[src/isaPkg.sv]
package isaPkg;

   localparam int wordWidth = 16;
   localparam int regIdxWidth = 3;
   localparam int regCount = 8;

   typedef logic [wordWidth-1:0] word_t;
   typedef logic [wordWidth-1:0] pc_t;
   typedef logic [regIdxWidth-1:0] regIdx_t;

   // Primary opcode in the top five bits; any other code is illegal
   typedef enum logic [4:0] {
      opHalt = 5'b00000,
      opNop  = 5'b00001,
      opJ    = 5'b00100,
      opAddi = 5'b01000,
      opBeqz = 5'b01100,
      opSt   = 5'b10000,
      opLd   = 5'b10001,
      opLbi  = 5'b11000,
      opAdd  = 5'b11011,
      opSub  = 5'b11100,
      opAnd  = 5'b11101,
      opXor  = 5'b11110
   } opcode_t;

   // Field positions, immediates all start at bit 0
   localparam int opMsb = 15;
   localparam int opLsb = 11;
   localparam int rsMsb = 10;
   localparam int rsLsb = 8;
   localparam int rtMsb = 7;
   localparam int rtLsb = 5;
   localparam int rdMsb = 4;
   localparam int rdLsb = 2;
   localparam int rdImmMsb = 7;
   localparam int rdImmLsb = 5;
   localparam int imm5Msb = 4;
   localparam int imm8Msb = 7;
   localparam int imm11Msb = 10;

endpackage

[src/pipePkg.sv]
package pipePkg;

   typedef enum logic [2:0] {
      aluAdd,
      aluSub,
      aluAnd,
      aluXor,
      aluPassB
   } aluOp_t;

   typedef struct packed {
      logic valid;
      isaPkg::word_t instr;
      isaPkg::pc_t pcNext;
   } fdReg_t;

   typedef struct packed {
      logic valid;
      aluOp_t aluOp;
      isaPkg::word_t opA;
      isaPkg::word_t opB;
      isaPkg::word_t storeData;
      logic isLoad;
      logic isStore;
      logic isBranch;
      logic isJump;
      // Already sign extended
      isaPkg::word_t branchOffset;
      isaPkg::pc_t pcNext;
      logic regWrite;
      isaPkg::regIdx_t dest;
      logic isHalt;
      logic illegal;
   } dxReg_t;

   typedef struct packed {
      logic valid;
      // ALU value, or the address for LD and ST
      isaPkg::word_t result;
      isaPkg::word_t storeData;
      logic isLoad;
      logic isStore;
      logic regWrite;
      isaPkg::regIdx_t dest;
      logic isHalt;
      logic illegal;
   } xmReg_t;

   typedef struct packed {
      logic taken;
      isaPkg::pc_t target;
   } redirect_t;

   typedef struct packed {
      logic valid;
      logic regWrite;
      isaPkg::regIdx_t dest;
      isaPkg::word_t data;
      logic isHalt;
      logic illegal;
   } retire_t;

endpackage

[src/fetchStage.sv]
`timescale 1ns/1ps
`default_nettype none
module fetchStage #(
   parameter isaPkg::pc_t resetPc = '0
) (
   input  wire                clk,
   input  wire                rstN,
   input  wire                stall,
   input  pipePkg::redirect_t redirect,
   output isaPkg::pc_t        imemAddr,
   input  isaPkg::word_t      imemData,
   output pipePkg::fdReg_t    fdOut
);

   isaPkg::pc_t pc;
   isaPkg::pc_t pcPlusOne;
   isaPkg::pc_t pcNextSel;

   assign pcPlusOne = pc + 1'b1;
   assign imemAddr = pc;

   // Redirect wins over a stall
   always_comb begin
      if (redirect.taken) begin
         pcNextSel = redirect.target;
      end else if (stall) begin
         pcNextSel = pc;
      end else begin
         pcNextSel = pcPlusOne;
      end
   end

   always_ff @(posedge clk) begin
      if (!rstN) begin
         pc <= resetPc;
      end else begin
         pc <= pcNextSel;
      end
   end

   // Fetched word is dropped when the branch in execute is taken
   always_ff @(posedge clk) begin
      if (!rstN) begin
         fdOut.valid <= 1'b0;
      end else if (redirect.taken) begin
         fdOut.valid <= 1'b0;
      end else if (!stall) begin
         fdOut.valid <= 1'b1;
         fdOut.instr <= imemData;
         fdOut.pcNext <= pcPlusOne;
      end
   end

   pcHoldOnStall: assert property (@(posedge clk) disable iff (!rstN)
      (stall && !redirect.taken) |=> $stable(pc));

endmodule
`default_nettype wire

[src/decodeStage.sv]
`timescale 1ns/1ps
`default_nettype none
module decodeStage (
   input  wire                clk,
   input  wire                rstN,
   input  pipePkg::fdReg_t    fdIn,
   input  pipePkg::redirect_t redirect,
   input  pipePkg::xmReg_t    xmIn,
   input  pipePkg::retire_t   retire,
   output logic               stall,
   output pipePkg::dxReg_t    dxOut
);

   isaPkg::word_t regs [isaPkg::regCount];
   isaPkg::opcode_t op;
   isaPkg::regIdx_t idxA;
   isaPkg::regIdx_t idxB;
   isaPkg::word_t valA;
   isaPkg::word_t valB;
   logic readsA;
   logic readsB;
   logic hazA;
   logic hazB;
   logic issue;
   logic halted;
   pipePkg::dxReg_t dxNext;

   function automatic isaPkg::word_t signExt(isaPkg::word_t raw, int msb);
      isaPkg::word_t shifted;
      shifted = raw << (isaPkg::wordWidth - 1 - msb);
      return isaPkg::word_t'($signed(shifted) >>> (isaPkg::wordWidth - 1 - msb));
   endfunction

   assign op = isaPkg::opcode_t'(fdIn.instr[isaPkg::opMsb:isaPkg::opLsb]);
   assign idxA = fdIn.instr[isaPkg::rsMsb:isaPkg::rsLsb];
   // ST carries its data register where the register form has rt
   assign idxB = fdIn.instr[isaPkg::rtMsb:isaPkg::rtLsb];

   always_ff @(posedge clk) begin
      if (retire.valid && retire.regWrite) begin
         regs[retire.dest] <= retire.data;
      end
   end

   // Write in the same cycle is bypassed
   assign valA = (retire.valid && retire.regWrite && retire.dest == idxA) ? retire.data
                                                                          : regs[idxA];
   assign valB = (retire.valid && retire.regWrite && retire.dest == idxB) ? retire.data
                                                                          : regs[idxB];

   // Older writers still in execute or memory
   assign hazA = (dxOut.valid && dxOut.regWrite && dxOut.dest == idxA) ||
                 (xmIn.valid && xmIn.regWrite && xmIn.dest == idxA);
   assign hazB = (dxOut.valid && dxOut.regWrite && dxOut.dest == idxB) ||
                 (xmIn.valid && xmIn.regWrite && xmIn.dest == idxB);

   assign stall = fdIn.valid && !halted && ((readsA && hazA) || (readsB && hazB));
   assign issue = fdIn.valid && !halted && !stall && !redirect.taken;

   always_comb begin
      dxNext = '0;
      dxNext.aluOp = pipePkg::aluAdd;
      dxNext.opA = valA;
      dxNext.opB = valB;
      dxNext.storeData = valB;
      dxNext.pcNext = fdIn.pcNext;
      readsA = 1'b0;
      readsB = 1'b0;
      case (op)
         isaPkg::opAdd, isaPkg::opSub, isaPkg::opAnd, isaPkg::opXor: begin
            readsA = 1'b1;
            readsB = 1'b1;
            dxNext.regWrite = 1'b1;
            dxNext.dest = fdIn.instr[isaPkg::rdMsb:isaPkg::rdLsb];
            dxNext.aluOp = (op == isaPkg::opSub) ? pipePkg::aluSub :
                           (op == isaPkg::opAnd) ? pipePkg::aluAnd :
                           (op == isaPkg::opXor) ? pipePkg::aluXor : pipePkg::aluAdd;
         end
         isaPkg::opAddi, isaPkg::opLd: begin
            readsA = 1'b1;
            dxNext.opB = signExt(fdIn.instr, isaPkg::imm5Msb);
            dxNext.isLoad = (op == isaPkg::opLd);
            dxNext.regWrite = 1'b1;
            dxNext.dest = fdIn.instr[isaPkg::rdImmMsb:isaPkg::rdImmLsb];
         end
         isaPkg::opSt: begin
            readsA = 1'b1;
            readsB = 1'b1;
            dxNext.opB = signExt(fdIn.instr, isaPkg::imm5Msb);
            dxNext.isStore = 1'b1;
         end
         isaPkg::opLbi: begin
            dxNext.aluOp = pipePkg::aluPassB;
            dxNext.opB = signExt(fdIn.instr, isaPkg::imm8Msb);
            dxNext.regWrite = 1'b1;
            dxNext.dest = idxA;
         end
         isaPkg::opBeqz: begin
            readsA = 1'b1;
            dxNext.isBranch = 1'b1;
            dxNext.branchOffset = signExt(fdIn.instr, isaPkg::imm8Msb);
         end
         isaPkg::opJ: begin
            dxNext.isJump = 1'b1;
            dxNext.branchOffset = signExt(fdIn.instr, isaPkg::imm11Msb);
         end
         isaPkg::opHalt: dxNext.isHalt = 1'b1;
         isaPkg::opNop: ;
         default: dxNext.illegal = 1'b1;
      endcase
   end

   // Only bubbles leave decode once a HALT has gone down the pipe
   always_ff @(posedge clk) begin
      if (!rstN) begin
         halted <= 1'b0;
      end else if (issue && op == isaPkg::opHalt) begin
         halted <= 1'b1;
      end
   end

   always_ff @(posedge clk) begin
      if (!rstN) begin
         dxOut.valid <= 1'b0;
      end else begin
         dxOut <= dxNext;
         dxOut.valid <= issue;
      end
   end

   bubbleAfterStall: assert property (@(posedge clk) disable iff (!rstN)
      stall |=> !dxOut.valid);

endmodule
`default_nettype wire

[src/executeStage.sv]
`timescale 1ns/1ps
`default_nettype none
module executeStage (
   input  wire                clk,
   input  wire                rstN,
   input  pipePkg::dxReg_t    dxIn,
   output pipePkg::redirect_t redirect,
   output pipePkg::xmReg_t    xmOut
);

   isaPkg::word_t aluResult;

   // SUB is rs minus rt
   always_comb begin
      case (dxIn.aluOp)
         pipePkg::aluAdd:   aluResult = dxIn.opA + dxIn.opB;
         pipePkg::aluSub:   aluResult = dxIn.opA - dxIn.opB;
         pipePkg::aluAnd:   aluResult = dxIn.opA & dxIn.opB;
         pipePkg::aluXor:   aluResult = dxIn.opA ^ dxIn.opB;
         pipePkg::aluPassB: aluResult = dxIn.opB;
         default:           aluResult = '0;
      endcase
   end

   // Branch resolves here, the two younger stages get flushed
   assign redirect.taken = dxIn.valid &&
                           (dxIn.isJump || (dxIn.isBranch && dxIn.opA == '0));
   assign redirect.target = dxIn.pcNext + dxIn.branchOffset;

   always_ff @(posedge clk) begin
      if (!rstN) begin
         xmOut.valid <= 1'b0;
      end else begin
         xmOut.valid <= dxIn.valid;
         xmOut.result <= aluResult;
         xmOut.storeData <= dxIn.storeData;
         xmOut.isLoad <= dxIn.isLoad;
         xmOut.isStore <= dxIn.isStore;
         xmOut.regWrite <= dxIn.regWrite;
         xmOut.dest <= dxIn.dest;
         xmOut.isHalt <= dxIn.isHalt;
         xmOut.illegal <= dxIn.illegal;
      end
   end

   redirectFromValid: assert property (@(posedge clk) disable iff (!rstN)
      redirect.taken |-> dxIn.valid && (dxIn.isBranch || dxIn.isJump));

endmodule
`default_nettype wire

[src/memoryStage.sv]
`timescale 1ns/1ps
`default_nettype none
module memoryStage #(
   parameter int dmemWords = 64
) (
   input  wire              clk,
   input  wire              rstN,
   input  pipePkg::xmReg_t  xmIn,
   output pipePkg::retire_t retire,
   output logic             halt,
   output logic             err
);

   localparam int addrBits = $clog2(dmemWords);

   isaPkg::word_t dmem [dmemWords];
   logic [addrBits-1:0] dAddr;
   isaPkg::word_t loadData;

   // Address wraps modulo the memory size
   assign dAddr = xmIn.result[addrBits-1:0];
   assign loadData = dmem[dAddr];

   always_ff @(posedge clk) begin
      if (xmIn.valid && xmIn.isStore) begin
         dmem[dAddr] <= xmIn.storeData;
      end
   end

   always_ff @(posedge clk) begin
      if (!rstN) begin
         retire.valid <= 1'b0;
      end else begin
         retire.valid <= xmIn.valid;
         retire.regWrite <= xmIn.regWrite;
         retire.dest <= xmIn.dest;
         retire.data <= xmIn.isLoad ? loadData : xmIn.result;
         retire.isHalt <= xmIn.isHalt;
         retire.illegal <= xmIn.illegal;
      end
   end

   // Sticky flags rise together with the retire record
   always_ff @(posedge clk) begin
      if (!rstN) begin
         halt <= 1'b0;
         err <= 1'b0;
      end else begin
         if (xmIn.valid && xmIn.isHalt) halt <= 1'b1;
         if (xmIn.valid && xmIn.illegal) err <= 1'b1;
      end
   end

   nothingAfterHalt: assert property (@(posedge clk) disable iff (!rstN)
      halt |=> !retire.valid);

endmodule
`default_nettype wire

[src/cpuTop.sv]
`timescale 1ns/1ps
`default_nettype none
module cpuTop #(
   parameter isaPkg::pc_t resetPc = '0,
   parameter int dmemWords = 64
) (
   input  wire              clk,
   input  wire              rstN,
   output isaPkg::pc_t      imemAddr,
   input  isaPkg::word_t    imemData,
   output pipePkg::retire_t retire,
   output logic             halt,
   output logic             err
);

   logic stall;
   pipePkg::redirect_t redirect;
   pipePkg::fdReg_t fdReg;
   pipePkg::dxReg_t dxReg;
   pipePkg::xmReg_t xmReg;

   fetchStage #(.resetPc(resetPc)) fetchSection (
      .clk(clk),
      .rstN(rstN),
      .stall(stall),
      .redirect(redirect),
      .imemAddr(imemAddr),
      .imemData(imemData),
      .fdOut(fdReg)
   );

   decodeStage decodeSection (
      .clk(clk),
      .rstN(rstN),
      .fdIn(fdReg),
      .redirect(redirect),
      .xmIn(xmReg),
      .retire(retire),
      .stall(stall),
      .dxOut(dxReg)
   );

   executeStage executeSection (
      .clk(clk),
      .rstN(rstN),
      .dxIn(dxReg),
      .redirect(redirect),
      .xmOut(xmReg)
   );

   // Memory access and writeback share this stage
   memoryStage #(.dmemWords(dmemWords)) memorySection (
      .clk(clk),
      .rstN(rstN),
      .xmIn(xmReg),
      .retire(retire),
      .halt(halt),
      .err(err)
   );

endmodule
`default_nettype wire

[config.mk]
export PLATFORM = sky130hd
export DESIGN_NAME = cpuTop
export DESIGN_NICKNAME = d
export VERILOG_FILES = /design/src/isaPkg.sv /design/src/pipePkg.sv /design/src/fetchStage.sv /design/src/decodeStage.sv /design/src/executeStage.sv /design/src/memoryStage.sv /design/src/cpuTop.sv
export SDC_FILE = /design/constraint.sdc
export NUM_CORES = 1
export LEC_CHECK = 0
export BUFFER_PORTS_ARGS = -buffer_cell sky130_fd_sc_hd__buf_2
export CAP_MARGIN = 20
export CORE_ASPECT_RATIO = 0.7
export CORE_UTILIZATION = 60
export CTS_CLUSTER_DIAMETER = 30
export DETAILED_ROUTE_END_ITERATION = 10
export PLACE_DENSITY = 0.78
export SLEW_MARGIN = 20
export SYNTH_ARGS = -nofsm -noshare
export SYNTH_HDL_FRONTEND = slang
export SYNTH_SLANG_ARGS = --single-unit
[constraint.sdc]
create_clock -name clk -period 5.58 [get_ports clk]
set_input_delay 0.279 -clock clk [delete_from_list [all_inputs] [get_ports clk]]
set_output_delay 0.279 -clock clk [all_outputs]
set_load 0.03 [all_outputs]
==> results of run 1 <==
-- cells by family (layout without fill, tap and decap cells) --
logic type | after synthesis | after routing | share of synthesized area (%)
AOI/OAI and AO/OA | 334 | 334 | 3.72
DFF | 1366 | 1366 | 73.0
xor gates and xnor gates | 84 | 84 | 1.32
and+or+nand+nor | 431 | 431 | 3.76
muxes | 465 | 465 | 15.6
adders and majority gates | 50 | 50 | 1.15
buffers and inverters | 178 | 532 | 1.37
other | 0 | 1 | 0
-- metal layers --
metal | track usage (%) | up-vias | part of all wire [%]
li1 | - | 12300 | -
met1 | 46.0 | 15700 | 40
met2 | 43.8 | 2180 | 45
met3 | 6.96 | 258 | 13
met4 | 9.67 | 8 | 2.6
met5 | 0 | - | 0.037
-- registers in the layout (all words and copies together), names as in the netlist, named ones only --
| name | cells |
|---|---|
| memorySection.dmem | 1024 |
| decodeSection.regs | 128 |
| decodeSection.dxOut | 89 |
| executeSection.xmOut | 41 |
| fetchSection.fdOut | 33 |
| memorySection.retire | 23 |
| fetchSection.imemAddr | 16 |
| decodeSection.halted | 1 |
| memorySection.err | 1 |
| memorySection.halt | 1 |
-- power by group through the flow --
stage	clock, mW	combinational (mW)	sequential (mW)
after global routing	11.9	3.12	11.9
after CTS	11.5	2.94	11.9
final	11.4	2.98	11.9
after floorplan	0	1.95	12.0
after global placement	0	2.83	12.1
after detailed placement	0	2.89	12.1
-- cell usage after synthesis (40+ instances only) --
cell type	number
a211oi_1	40
xor2_1	53
buf_2	52
clkbuf_1	74
ha_1	48
edfxtp_1	1334
mux2i_1	113
a21oi_1	77
nand2b_1	45
nor2_1	121
mux4_2	320
nand2_1	108
o21ai_0	108
nor2b_1	46
-- per-stage QoR --
| step | util, % | area (um2) | hold slack, ns |
|---|---|---|---|
| final | 69.6 | 64000 | 0.0578 |
| after global routing | 69.6 | 64000 | 0.0694 |
| after CTS | 69.6 | 64000 | 0.0318 |
| after detailed placement | 63.0 | 57900 | 0.405 |
| after global placement | 63.0 | 57900 | 0.401 |
| after floorplan | - | 55700 | 0.378 |
-- worst paths after layout --
kind,start,endpoint,slack [ns]
worst max-delay path,flop,memorySection.retire[11],1.60
worst min-delay path,rstN,memorySection.retire[1],0.06
worst min register to register,fetchSection.fdOut[5],decodeSection.dxOut[11],0.41
worst max register to register,flop,memorySection.retire[11],1.60
-- layout by cell type, fill, tap and decap left out, types with 7 or more instances in the layout --
cell type / Yosys / final
a211oi_1: 40 / 40
a21o_1: 12 / 12
a21oi_1: 77 / 77
a22oi_1: 7 / 7
and2_1: 16 / 16
and3_1: 9 / 9
buf_2: 52 / 57
buf_4: 4 / 118
bufinv_16: 0 / 23
clkbuf_1: 74 / 13
clkbuf_16: 0 / 168
clkinv_1: 1 / 11
clkinv_2: 0 / 19
clkinv_4: 0 / 14
clkinv_8: 0 / 10
clkinvlp_4: 0 / 13
dfxtp_1: 32 / 27
dlygate4sd3_1: 0 / 16
edfxtp_1: 1334 / 1334
ha_1: 48 / 48
inv_1: 23 / 23
inv_6: 0 / 27
inv_8: 0 / 9
mux2_2: 29 / 29
mux2i_1: 113 / 113
mux4_2: 320 / 320
nand2_1: 108 / 108
nand2b_1: 45 / 45
nand3_1: 16 / 16
nor2_1: 121 / 121
nor2b_1: 46 / 46
nor3_1: 29 / 27
nor4_1: 9 / 7
o21ai_0: 108 / 108
o221ai_1: 23 / 23
o22ai_1: 27 / 27
xnor2_1: 31 / 31
xor2_1: 53 / 53
-- final cells by class --
type	instances	area share [%]
Tap cell	1235	2.41
Clock buffer	181	6.65
Sequential cell	1366	63.6
Inverter	24	0.141
Clock inverter	131	2.63
Antenna cell	1	0.00391
Multi-Input combinational cell	1364	22.3
Timing Repair Buffer	196	2.22
==> flow_summary.json, run 1 <==
{
  "fp.dieH_um": 257,
  "p_sw_mw": 6.71,
  "cap_violations": 0,
  "portBuffers": 58,
  "hold_depth": 1,
  "final.setup.tns_ns": 0,
  "antenna_left": 0,
  "critical-path-slowest-cell": "o221ai_1",
  "clk_pin_slew_ns": 0.07,
  "antenna_found_initial": 7,
  "wl_per_cell_um": 31.2,
  "ys_seq_area_share_pct": 73.0,
  "initial_core_util_pct": 60.6,
  "worstPathCellList": "buf_12 > buf_12 > mux4_2 > mux4_2 > o221ai_1 > a21oi_1",
  "htreeDepth": 4,
  "drc_errors": 0,
  "viasPerCell": 6.78,
  "seqPwrFrac_pct": 45.3,
  "cts_setup_buffers": 0,
  "netSwitchingFraction_pct": 25.6,
  "tritoncts": "done",
  "cts_root_buf": "clkbuf_16",
  "setup_violations": 0,
  "ios": 59,
  "grtUsageTotal_pct": 30.2,
  "max_slew_margin_pct": 27.5,
  "synth_area_leader_cell": "edfxtp_1",
  "syn_nets": 2976,
  "pre_cts_ws_ns": 1.70,
  "insertion_delay_ns": 0.79,
  "arrival_ns": 4.47,
  "grt_max_degree": 115,
  "path_max_fanout": 58,
  "grt_pass1_vias": 30200,
  "yosys_warnings": 0,
  "power_mw": 26.3,
  "place_inst": 4169,
  "ys.flop_type": "edfxtp_1",
  "path_class": "reg -> reg",
  "finalHoldViolations": 0,
  "tightest_slew_ns": 1.09,
  "avgSynthCellArea_um2": 19.2,
  "ff2ff_path_depth": 6,
  "async_reset_ff_share_pct": 0,
  "critPathLaunchType": "flop",
  "drive_gt1_share_pct": 25.8,
  "yosysUniqueCellTypes": 65,
  "num_vias": 30500,
  "hold_buffers": 16,
  "die_w_um": 366,
  "routed_wl_um": 140000,
  "numCtsBuffers": 167,
  "critical_path_required_ns": 6.07,
  "place_congestion": 0.959,
  "synth_area_leaders": "edfxtp_1, mux4_2, mux2i_1",
  "clk_path_buf_depth": 3,
  "report.final.slew_viol_count": 0,
  "fin_nets": 3187,
  "clkPwrFrac_pct": 43.4,
  "ir_worst_vdd_uv": 345,
  "grt_setup_unrepaired": "no",
  "rows": 93,
  "p_int_mw": 19.5,
  "multi_input_area_um2": 14300,
  "synth_top_area_share_pct": 71.9,
  "synth_seq_cells": 1366,
  "fillerInstances": 5469,
  "regArea_um2": 40700,
  "syn2layout_area_growth_pct": 14.8,
  "grt_pass1_wl_um": 205000,
  "fin_skew_ns": 0.0281,
  "slowest_delay_ns": 0.88,
  "min-delay-path-class": "in -> reg",
  "combPwrFrac_pct": 11.3,
  "path_buf_inv": 2,
  "synth_edf_count": 1334,
  "fin_cells": 4498,
  "die_area_um2": 94100,
  "grt_overflow": 0,
  "dr.pass1.iters": 5,
  "cp_num_cells": 6,
  "end_kind": "flop",
  "post-route-period-util_pct": 71.4,
  "setup_slack_ns": 1.60,
  "outcome": "completed",
  "critPathTopFamily": "multiplexers",
  "synth_area_um2": 55700,
  "p_leak_nw": 21.1,
  "ctsResizeCount": 0,
  "drt_iter0_markers": 4701,
  "timing.fmax_mhz": 251,
  "hpwl_um": 82000,
  "min_period_ns": 3.98,
  "cts.sinks": 1366,
  "synthCells": 2908,
  "design.core.area_um2": 91900,
  "power_density_nw_per_um2": 410
}
(Power assumes the default switching activity.)
==> run 2: changes to the inputs <==
Clock period 5.58 ns to 3.9 ns, I/O delays scaled along.
==> run 2 against run 1 <==
Effect of this change:
- worst setup slack worse by 1.3 ns
- highest routed layer unchanged
- first-iteration DRC count up 3.1%
- clock power up 37%
- critical endpoint is now executeSection.xmOut[37]
- fmax up 10%
- combinational power up 49%
- flip-flop and latch count unchanged
- critical path type unchanged
- worst hold slack better by 0.092 ns
- via count down 1.0%
- non-clock buffer count up 36
- final area about the same
- clock skew down 0.0018 ns
==> flow_summary.json, run 2 (synthesis results as in run 1) <==
{
  "design.core.area_um2": 91900,
  "clk_pin_slew_ns": 0.06,
  "antenna_left": 0,
  "report.final.slew_viol_count": 0,
  "path_class": "reg -> reg",
  "fin_nets": 3219,
  "place_congestion": 0.900,
  "die_area_um2": 94100,
  "use_met2_pct": 43.2,
  "final.setup.tns_ns": 0,
  "dr.pass1.iters": 6,
  "num_vias": 30200,
  "regMostFlops": "memorySection.dmem",
  "cts.sinks": 1366,
  "p_leak_nw": 21.2,
  "outcome": "completed",
  "timing.fmax_mhz": 277,
  "cap_violations": 0,
  "numCtsBuffers": 163,
  "drive_gt1_share_pct": 26.5,
  "max_slew_margin_pct": 21.4,
  "layout_commonest_cell": "edfxtp_1",
  "regArea_um2": 40700,
  "end_kind": "flop",
  "clk_path_buf_depth": 3,
  "viasPerCell": 6.68,
  "grt_pass1_wl_um": 202000,
  "grt_pass1_vias": 30100,
  "fp.dieH_um": 257,
  "reg_top3": "memorySection.dmem (1024), decodeSection.regs (128), decodeSection.dxOut (89)",
  "min-delay-path-class": "in -> reg",
  "drt_iter0_markers": 4847,
  "fillerInstances": 5491,
  "grtUsageMet3_pct": 6.49,
  "rows": 93,
  "insertion_delay_ns": 0.78,
  "routed_wl_um": 138000,
  "die_w_um": 366,
  "critPathLaunchType": "flop",
  "reg2reg_slack_ns": 0.29,
  "arrival_ns": 4.11,
  "grt_overflow": 0,
  "drc_errors": 0,
  "hpwl_um": 81900,
  "grt_setup_unrepaired": "no",
  "place_inst": 4204,
  "fin_cells": 4522,
  "tritoncts": "done",
  "initial_core_util_pct": 60.6,
  "multi_input_area_um2": 14300,
  "pre_cts_ws_ns": 0.376,
  "ios": 59,
  "use_met1_pct": 45.2,
  "largest_reg_flops": 1024,
  "min_period_ns": 3.61,
  "power_density_nw_per_um2": 577,
  "finalHoldViolations": 0,
  "post-route-period-util_pct": 92.7,
  "ir_worst_vdd_uv": 510,
  "grt_busiest_layer": "met1",
  "grt_max_degree": 80,
  "critical_path_required_ns": 4.40,
  "tightest_slew_ns": 1.18,
  "grtUsageTotal_pct": 29.8,
  "portBuffers": 58,
  "path_max_fanout": 9,
  "diodes": 0,
  "utilization_pct": 69.6,
  "syn2layout_area_growth_pct": 14.9,
  "final_cell_mix": "edfxtp_1, mux4_2, clkbuf_16",
  "wl_per_cell_um": 30.6,
  "fin_skew_ns": 0.0263,
  "setup_violations": 0,
  "setup_slack_ns": 0.286,
  "htreeDepth": 4,
  "antenna_found_initial": 6,
  "cts_root_buf": "clkbuf_16"
}
## run 2: changes by cell type in the layout (fill, tap and decap cells not counted), moves of 2 or more
cell,delta
clkinv_2,+2
buf_12,+5
clkinv_8,-7
bufinv_16,-6
clkinv_16,-2
clkbuf_1,-3
clkinvlp_4,+6
buf_4,+30
## run 2: area by class of cell
cell class                      instances  share of cell area (%)
Sequential cell                      1366                    63.6
Multi-Input combinational cell       1364                    22.3
Clock buffer                          180                    6.69
Timing Repair Buffer                  232                    2.75
Tap cell                             1235                    2.41
Clock inverter                        121                    2.10
Inverter                               24                   0.141
## run 2: worst paths after layout
kind | startpoint | to | cells after the start
hold / removal | imemData[3] | fetchSection.fdOut[19] | 2
setup reg to reg | decodeSection.dxOut[92] | executeSection.xmOut[37] | 12
hold reg to reg | decodeSection.dxOut[54] | executeSection.xmOut[20] | 0
setup / recovery | decodeSection.dxOut[92] | executeSection.xmOut[37] | 12
## run 2: repair_timing
action / in CTS / in global routing
endpoints found under the hold margin: 86 / 0
hold buffers: 17 / 0
resized for setup: 0 / 0
buffers inserted: 0 / 0
## run 2: worst max-delay path, cell delays in order (launching register included)
cell and delay (ns):
edfxtp_1 0.38, nor2_1 0.36, nand2_1 0.32, o21ai_0 0.41, inv_1 0.08, ha_1 0.27
nor2b_1 0.14, o31a_1 0.31, o211ai_1 0.41, nand3_1 0.13, a21oi_1 0.21, xor2_1 0.20
o221ai_1 0.15
## run 2: power breakdown
group	total (mW)	switching [mW]	internal (mW)	leakage [nW]
registers	16.9	0.389	16.5	12.4
clock network	15.6	6.36	9.24	2.72
logic	4.43	2.58	1.84	6.02
total	36.9	9.33	27.6	21.2
## run 2: through the flow
step           instance area (um2)  hold slack [ns]  power [mW]
2_1_floorplan                55700            0.294        19.9
3_3_place_gp                 58200            0.374        21.4
3_5_place_dp                 58200            0.373        21.5
4_1_cts                      64000           0.0912        37.0
5_1_grt                      64000            0.151        37.9
6_report                     64000            0.150        36.9
## run 2: per-layer routing
layer	up-vias	wire (um)
li1	12400	-
met1	15600	55400
met2	1928	62400
met3	286	16100
met4	4	4230
met5	-	23
